[config.mk]
export PLATFORM = sky130hd
export DESIGN_NAME = ntps_interfaces
export DESIGN_NICKNAME = d
export VERILOG_FILES = /design/src/design/ntps_pkg.sv /design/src/design/apb_slot_if.sv /design/src/design/apb_slot_decoder.sv /design/src/design/network_path_regs.sv /design/src/design/ntp_clock_select.sv /design/src/design/ntps_interfaces.sv
export SDC_FILE = /design/constraint.sdc
export NUM_CORES = 2
export LEC_CHECK = 0
export ABC_AREA = 0
export ABC_CLOCK_PERIOD_IN_PS = 5500
export BUFFER_PORTS_ARGS = -buffer_cell sky130_fd_sc_hd__clkbuf_2
export CORE_AREA = 5 5 414 416
export CTS_BUF_LIST = sky130_fd_sc_hd__clkbuf_8
export DETAILED_ROUTE_END_ITERATION = 8
export DIE_AREA = 0 0 419 421
export GPL_TIMING_DRIVEN = 0
export PLACE_DENSITY_LB_ADDON = 0.2
export SLEW_MARGIN = 20
export SYNTH_ARGS = -nofsm -noshare
export SYNTH_HDL_FRONTEND = slang
export SYNTH_HIERARCHICAL = 1
export SYNTH_SLANG_ARGS = --single-unit
[constraint.sdc]
create_clock -name clk156 -period 5.5 [get_ports clk156]
set_input_delay 1.65 -clock clk156 [delete_from_list [all_inputs] [get_ports clk156]]
set_output_delay 1.65 -clock clk156 [all_outputs]
set_load 0.02 [all_outputs]
[src/design/ntps_pkg.sv]
package ntps_pkg;

  // ------------------------------
  // Bus and datapath widths
  // ------------------------------
  localparam int ADDR_W        = 16;
  localparam int DATA_W        = 32;
  localparam int NUM_PORTS     = 4;
  localparam int TIME_W        = 64;
  localparam int XPHY_STATUS_W = 5;
  localparam int XPHY_CONFIG_W = 3;

  // Slot number above a 4 KiB byte window
  localparam int SLOT_LSB = 12;
  localparam int SLOT_W   = ADDR_W - SLOT_LSB;
  localparam int OFS_W    = SLOT_LSB;
  localparam int IDX_W    = OFS_W - 2;

  // ------------------------------
  // Slot map
  // ------------------------------
  localparam int SLOT_NTPA    = 0;
  localparam int SLOT_NTPB    = 1;
  localparam int SLOT_ETHLITE = 2;
  localparam int SLOT_NP0     = 3;
  localparam int SLOT_PVT     = 7;
  // Key slots, never decoded
  localparam int SLOT_KEY0    = 8;
  localparam int SLOT_KEY3    = 11;

  // ------------------------------
  // Register word indices
  // ------------------------------
  localparam int REG_GEN_CONFIG  = 0;
  localparam int REG_NTP_CONFIG  = 1;
  localparam int REG_NTP_REF_ID  = 2;
  localparam int REG_NTP_RX_OFS  = 3;
  localparam int REG_NTP_TX_OFS  = 4;
  localparam int REG_PP_STATUS   = 5;
  localparam int REG_PORT_STATUS = 6;
  localparam int REG_LAST        = 6;

  // Position of sync-ok inside the port status word
  localparam int SYNC_OK_BIT = 8;

  typedef struct packed {
    logic [XPHY_CONFIG_W-1:0] xphy_config;
    logic [3:0]               reserved_hi;
    logic                     clock_select;
    logic [23:0]              reserved_lo;
  } gen_config_fields_t;

  // Raw bus word, or the same word split into fields
  typedef union packed {
    logic [DATA_W-1:0]  raw;
    gen_config_fields_t f;
  } gen_config_t;

endpackage

[src/design/apb_slot_if.sv]
`timescale 1ns/10ps

// One APB slot between the decoder and a register bank
interface apb_slot_if import ntps_pkg::*; ();

  logic              psel;
  logic              penable;
  logic              pwrite;
  logic [OFS_W-1:0]  paddr;
  logic [DATA_W-1:0] pwdata;
  logic [DATA_W-1:0] prdata;
  logic              pslverr;

  modport decoder (
    output psel, penable, pwrite, paddr, pwdata,
    input  prdata, pslverr
  );

  modport bank (
    input  psel, penable, pwrite, paddr, pwdata,
    output prdata, pslverr
  );

endinterface

[src/design/apb_slot_decoder.sv]
`timescale 1ns/10ps

module apb_slot_decoder import ntps_pkg::*; (
  input  logic              psel,
  input  logic              penable,
  input  logic              pwrite,
  input  logic [ADDR_W-1:0] paddr,
  input  logic [DATA_W-1:0] pwdata,
  output logic [DATA_W-1:0] prdata,
  output logic              pslverr,
  apb_slot_if.decoder       np [NUM_PORTS]
);

  logic [SLOT_W-1:0]    slot;
  logic [NUM_PORTS-1:0] slot_hit;
  logic [DATA_W-1:0]    slot_rdata [NUM_PORTS];
  logic [NUM_PORTS-1:0] slot_err;
  logic                 access;

  assign slot   = paddr[ADDR_W-1:SLOT_LSB];
  assign access = psel & penable;

  // ------------------------------
  // Fan-out toward the banks
  // ------------------------------
  for (genvar i = 0; i < NUM_PORTS; i++) begin : g_slot
    assign slot_hit[i] = (slot == SLOT_W'(SLOT_NP0 + i));

    // Only the addressed bank sees psel
    assign np[i].psel    = psel & slot_hit[i];
    assign np[i].penable = penable;
    assign np[i].pwrite  = pwrite;
    assign np[i].paddr   = paddr[OFS_W-1:0];
    assign np[i].pwdata  = pwdata;

    assign slot_rdata[i] = np[i].prdata;
    assign slot_err[i]   = np[i].pslverr;
  end

  // ------------------------------
  // Response merge
  // ------------------------------
  always_comb begin
    prdata  = '0;
    pslverr = 1'b0;
    for (int i = 0; i < NUM_PORTS; i++) begin
      if (slot_hit[i]) begin
        prdata  = slot_rdata[i];
        pslverr = slot_err[i];
      end
    end

    // NTP clocks, Ethernet-lite, monitor, key slots and above
    if (access && (slot_hit == '0)) begin
      prdata  = '0;
      pslverr = 1'b1;
    end
  end

endmodule

[src/design/network_path_regs.sv]
`timescale 1ns/10ps

module network_path_regs import ntps_pkg::*; (
  input  logic                     clk156,
  input  logic                     reset,
  apb_slot_if.bank                 bus,
  input  logic [DATA_W-1:0]        pp_status,
  input  logic [XPHY_STATUS_W-1:0] xphy_status,
  input  logic                     ntp_sync_ok,
  output gen_config_t              gen_config,
  output logic [DATA_W-1:0]        ntp_config,
  output logic [DATA_W-1:0]        ntp_ref_id,
  output logic [DATA_W-1:0]        ntp_rx_ofs,
  output logic [DATA_W-1:0]        ntp_tx_ofs,
  output logic [XPHY_CONFIG_W-1:0] xphy_config
);

  logic [IDX_W-1:0]  reg_idx;
  logic              access;
  logic              idx_valid;
  logic              idx_ro;
  logic              bus_err;
  logic              wr_en;
  logic [DATA_W-1:0] port_status;
  logic [DATA_W-1:0] rd_word;

  // Word index with byte lanes ignored
  assign reg_idx = bus.paddr[OFS_W-1:2];
  assign access  = bus.psel & bus.penable;

  // ------------------------------
  // Access checks
  // ------------------------------
  assign idx_valid = (reg_idx <= IDX_W'(REG_LAST));
  assign idx_ro    = (reg_idx == IDX_W'(REG_PP_STATUS)) ||
                     (reg_idx == IDX_W'(REG_PORT_STATUS));
  assign bus_err   = access & (~idx_valid | (bus.pwrite & idx_ro));
  assign wr_en     = access & bus.pwrite & ~bus_err;

  // ------------------------------
  // Read/write registers
  // ------------------------------
  always_ff @(posedge clk156) begin
    if (reset) begin
      gen_config <= '0;
      ntp_config <= '0;
      ntp_ref_id <= '0;
      ntp_rx_ofs <= '0;
      ntp_tx_ofs <= '0;
    end else if (wr_en) begin
      case (reg_idx)
        IDX_W'(REG_GEN_CONFIG): gen_config.raw <= bus.pwdata;
        IDX_W'(REG_NTP_CONFIG): ntp_config     <= bus.pwdata;
        IDX_W'(REG_NTP_REF_ID): ntp_ref_id     <= bus.pwdata;
        IDX_W'(REG_NTP_RX_OFS): ntp_rx_ofs     <= bus.pwdata;
        IDX_W'(REG_NTP_TX_OFS): ntp_tx_ofs     <= bus.pwdata;
        default: ;
      endcase
    end
  end

  // PHY control straight from the general config word
  assign xphy_config = gen_config.f.xphy_config;

  // PHY status in the low bits and selected sync-ok above it
  always_comb begin
    port_status                      = '0;
    port_status[XPHY_STATUS_W-1:0]   = xphy_status;
    port_status[SYNC_OK_BIT]         = ntp_sync_ok;
  end

  // ------------------------------
  // Read path
  // ------------------------------
  always_comb begin
    case (reg_idx)
      IDX_W'(REG_GEN_CONFIG):  rd_word = gen_config.raw;
      IDX_W'(REG_NTP_CONFIG):  rd_word = ntp_config;
      IDX_W'(REG_NTP_REF_ID):  rd_word = ntp_ref_id;
      IDX_W'(REG_NTP_RX_OFS):  rd_word = ntp_rx_ofs;
      IDX_W'(REG_NTP_TX_OFS):  rd_word = ntp_tx_ofs;
      IDX_W'(REG_PP_STATUS):   rd_word = pp_status;
      IDX_W'(REG_PORT_STATUS): rd_word = port_status;
      default:                 rd_word = '0;
    endcase
  end

  // Data only on a read in the access cycle
  assign bus.prdata  = (access && !bus.pwrite) ? rd_word : '0;
  assign bus.pslverr = bus_err;

endmodule

[src/design/ntp_clock_select.sv]
`timescale 1ns/10ps

module ntp_clock_select import ntps_pkg::*; (
  input  logic              clk156,
  input  logic              reset,
  input  logic              select,
  input  logic [TIME_W-1:0] ntp_time_a,
  input  logic              ntp_time_upd_a,
  input  logic              ntp_sync_ok_a,
  input  logic [TIME_W-1:0] ntp_time_b,
  input  logic              ntp_time_upd_b,
  input  logic              ntp_sync_ok_b,
  output logic [TIME_W-1:0] ntp_time,
  output logic              ntp_sync_ok
);

  logic [TIME_W-1:0] sel_time;
  logic              sel_upd;
  logic              sel_sync_ok;

  // Source b when select is set
  assign sel_time    = select ? ntp_time_b : ntp_time_a;
  assign sel_upd     = select ? ntp_time_upd_b : ntp_time_upd_a;
  assign sel_sync_ok = select ? ntp_sync_ok_b : ntp_sync_ok_a;

  always_ff @(posedge clk156) begin
    if (reset) begin
      ntp_time    <= '0;
      ntp_sync_ok <= 1'b0;
    end else begin
      ntp_sync_ok <= sel_sync_ok;
      // Time only moves on the selected source's update strobe
      if (sel_upd) begin
        ntp_time <= sel_time;
      end
    end
  end

endmodule

[src/design/ntps_interfaces.sv]
`timescale 1ns/10ps

module ntps_interfaces import ntps_pkg::*; (
  input  logic                                    clk156,
  input  logic                                    reset,

  // Host register bus
  input  logic                                    psel,
  input  logic                                    penable,
  input  logic                                    pwrite,
  input  logic [ADDR_W-1:0]                       paddr,
  input  logic [DATA_W-1:0]                       pwdata,
  output logic [DATA_W-1:0]                       prdata,
  output logic                                    pslverr,

  // NTP time sources
  input  logic [TIME_W-1:0]                       ntp_time_a,
  input  logic                                    ntp_time_upd_a,
  input  logic                                    ntp_sync_ok_a,
  input  logic [TIME_W-1:0]                       ntp_time_b,
  input  logic                                    ntp_time_upd_b,
  input  logic                                    ntp_sync_ok_b,
  output logic [TIME_W-1:0]                       ntp_time,
  output logic                                    ntp_sync_ok,

  // Per-port status and configuration
  input  logic [NUM_PORTS-1:0][DATA_W-1:0]        pp_status,
  input  logic [NUM_PORTS-1:0][XPHY_STATUS_W-1:0] xphy_status,
  output gen_config_t [NUM_PORTS-1:0]             gen_config,
  output logic [NUM_PORTS-1:0][DATA_W-1:0]        ntp_config,
  output logic [NUM_PORTS-1:0][DATA_W-1:0]        ntp_ref_id,
  output logic [NUM_PORTS-1:0][DATA_W-1:0]        ntp_rx_ofs,
  output logic [NUM_PORTS-1:0][DATA_W-1:0]        ntp_tx_ofs,
  output logic [NUM_PORTS-1:0][XPHY_CONFIG_W-1:0] xphy_config
);

  apb_slot_if np_bus [NUM_PORTS] ();

  // ------------------------------
  // Slot decoder
  // ------------------------------
  apb_slot_decoder u_apb_slot_decoder (
    .psel    (psel),
    .penable (penable),
    .pwrite  (pwrite),
    .paddr   (paddr),
    .pwdata  (pwdata),
    .prdata  (prdata),
    .pslverr (pslverr),
    .np      (np_bus)
  );

  // ------------------------------
  // Network path banks
  // ------------------------------
  for (genvar i = 0; i < NUM_PORTS; i++) begin : g_np
    network_path_regs u_network_path_regs (
      .clk156      (clk156),
      .reset       (reset),
      .bus         (np_bus[i]),
      .pp_status   (pp_status[i]),
      .xphy_status (xphy_status[i]),
      .ntp_sync_ok (ntp_sync_ok),
      .gen_config  (gen_config[i]),
      .ntp_config  (ntp_config[i]),
      .ntp_ref_id  (ntp_ref_id[i]),
      .ntp_rx_ofs  (ntp_rx_ofs[i]),
      .ntp_tx_ofs  (ntp_tx_ofs[i]),
      .xphy_config (xphy_config[i])
    );
  end

  // ------------------------------
  // Time source select
  // ------------------------------
  // Port 0 config owns the choice for the whole board
  ntp_clock_select u_ntp_clock_select (
    .clk156         (clk156),
    .reset          (reset),
    .select         (gen_config[0].f.clock_select),
    .ntp_time_a     (ntp_time_a),
    .ntp_time_upd_a (ntp_time_upd_a),
    .ntp_sync_ok_a  (ntp_sync_ok_a),
    .ntp_time_b     (ntp_time_b),
    .ntp_time_upd_b (ntp_time_upd_b),
    .ntp_sync_ok_b  (ntp_sync_ok_b),
    .ntp_time       (ntp_time),
    .ntp_sync_ok    (ntp_sync_ok)
  );

endmodule

==> summary.txt <==
Share of cells above drive strength 1 -> 54.6%
WP data arrival -> 4.45 ns
H-tree levels -> 4
DRT iter0 DRCs -> 3452
Hold Crit Endpoint -> g_np[1].u_network_path_regs/ntp_config[18]
DP Wirelength -> 197 mm
Min Tclk post-route -> 6.10 ns
Crit end category -> output port
Post-layout util -> 31.7%
Hold Startpoint -> g_np[1].u_network_path_regs/ntp_config[18]
Final Setup Violations -> 33
Setup WS pre-CTS -> -2.21 ns
Total number of vias -> 39600
Overflow left after global routing -> 0
Crit Path Max Fanout -> 10
Pin count of the biggest net entering global routing -> 17
Syn nets -> 4681
Worst skew pair latency -> 0.89 ns
Longest Clk Path Bufs -> 3
Max Cap Viol -> 0
Cell area after layout -> 52900 um2
Layout Skew -> 0.0222 ns
Dpl cells -> 7589
Worst path slowest cell -> clkbuf_1
CP peak stage delay -> 0.59 ns
Reg2reg end -> u_ntp_clock_select/ntp_time[54]
Num CTS Buffers -> 143
CP startpoint kind -> input pin
WS Path Type -> in -> out
GPL Wtd Cong -> 0.912
Die height -> 421 um
First-pass GRT wire length -> 334 mm
Vias in the first global route -> 38900
Drt total wl -> 251 mm
Top layer in use -> met5
Worst r2r src -> g_np[0].u_network_path_regs/gen_config[24]
Row count -> 150
Finished Layout Cells -> 7933
Stages on worst setup path -> 9
CTS Sinks -> 705
Ports -> 1083
Power per Cell Area -> 228 nW/um2
Ordered cell list for the critical path -> buf_4 > clkbuf_2 > clkinv_1 > clkbuf_1 > a31oi_1 > a21oi_4 > a32oi_4 > a211oi_4 > clkbuf_8
Synth Cell Area -> 39000 um2
DRC -> 0
Clk pin slew, worst setup/hold paths -> 0.05 ns
WHS -> 0.468 ns
Port Buffers -> 1036
Clk root buf -> clkbuf_8
Syn Area/Cell -> 8.98 um2
Pins over their slew limit -> 0
Met3 WL -> 18.3 mm
Gr usage total -> 27.0%
CP required -> 3.85 ns
R2R setup slack -> 3.47 ns
Fillers -> 17900
WL/cell -> 31.6 um
Die W -> 419 um
FMAX -> 0.164 GHz
Part of the cycle the worst path needs -> 111%
Slew HR -> 20.4%
Antenna violations before repair -> 42
Layout Nets -> 5903
Layout area overhead -> 35.4%
CP top delay family -> buffers and inverters
Tightest Pin Transition -> 1.19 ns
Worst setup margin -> -0.597 ns
Yosys warning total -> 6
Cell leakage power -> 19.6 nW
CTS tree -> built
DRT met1 WL -> 94.4 mm
Starting Density -> 23.4%
Core ar. -> 167000 um2
Placed cell areas -> 47000 um2
Count of final hold-check violations -> 0
TritonRoute pass-1 iters -> 8
DIE AREA -> 176000 um2
Cells on worst reg2reg path -> 4
Outcome -> finished, violations left
Kind of path behind the tightest hold check -> reg -> reg
Hold path cells -> 2
Bufs and invs on worst path -> 5
Failing checks -> negative setup slack
RSZ-0062 raised after global routing -> true
Synthesized instance count -> 4348
Vias per cell -> 4.99
Number of routed nets with antenna violations -> 0
Maximum VDD drop -> 237 uV
Wire length on met2 -> 119 mm
-- layer usage --
metal	track usage, %	vias to the layer above
met2	44.8	1946
li1	-	17500
met1	30.5	19600
met4	19.2	4
met3	6.32	508
met5	0	-
-- how the worst max path moves through the flow --
stage          startpoint         end  slack (ns)
5_1_grt         paddr[14]  prdata[20]       -0.61
6_report         paddr[4]  prdata[20]       -0.60
4_1_cts         paddr[14]  prdata[20]       -0.67
3_3_place_gp    paddr[14]  prdata[20]       -2.15
2_1_floorplan   paddr[14]  prdata[30]       -0.01
3_5_place_dp    paddr[14]  prdata[20]       -2.21
-- what timing repair did --
item                       CTS  global route
setup endpoints to repair   33            33
pin swaps                   44            66
setup buffers               33            15
hold endpoints to repair     0             0
resized for setup          444           158
hold buffers                 0             0
gates cloned                 3             2
-- layout make-up --
cell class	instances	area, um2	share of cell area (%)
clock buffers	173	2380	4.50
plain buffers	564	4120	7.79
multi-input cells	3058	22900	43.4
well taps	2204	2760	5.21
inverters	9	41.3	0.0781
diodes	61	153	0.289
clock inverters	70	449	0.849
repair buffers	1089	5930	11.2
flip-flops and latches	705	14100	26.7
-- state kept, by name, indices dropped and copies added, names as in the netlist --
signal and flops:
g_np.u_network_path_regs/gen_config 128, g_np.u_network_path_regs/ntp_config 128, g_np.u_network_path_regs/ntp_ref_id 128, g_np.u_network_path_regs/ntp_rx_ofs 128
g_np.u_network_path_regs/ntp_tx_ofs 128, u_ntp_clock_select/ntp_sync_ok 1, u_ntp_clock_select/ntp_time 64
-- where the power goes --
part / switching, W / leakage [nW] / internal [W]
logic: 0.000844 / 12.3 / 0.000403
registers: 0.0000180 / 5.69 / 0.00514
clock network: 0.00265 / 1.63 / 0.00299
total: 0.00351 / 19.6 / 0.00854
-- per-stage QoR --
| step | total power, W | TNS, ns |
|---|---|---|
| 2_1_floorplan | 0.00592 | -0.0108 |
| 3_3_place_gp | 0.00642 | -59.33 |
| 3_5_place_dp | 0.00642 | -61.15 |
| 4_1_cts | 0.0122 | -17.22 |
| 5_1_grt | 0.0125 | -15.20 |
| 6_report | 0.0120 | -13.00 |
-- cells in the final DEF (no fill, tap or decap), drive strengths merged, types with 45 or more instances in the layout --
cell,count
inv,62
buf,481
a31oi,72
a21oi,600
diode,61
nand2,1071
a22o,84
clkbuf,1341
a22oi,76
mux2i,317
a211oi,101
o2bb2ai,45
dfxtp,705
nor2,334
-- worst min-delay path, stage by stage (launching register included) --
cell     delay [ns]
dfxtp_1        0.32
nand2_2        0.06
a21oi_2        0.04
Power figures use the tool's default switching activity.
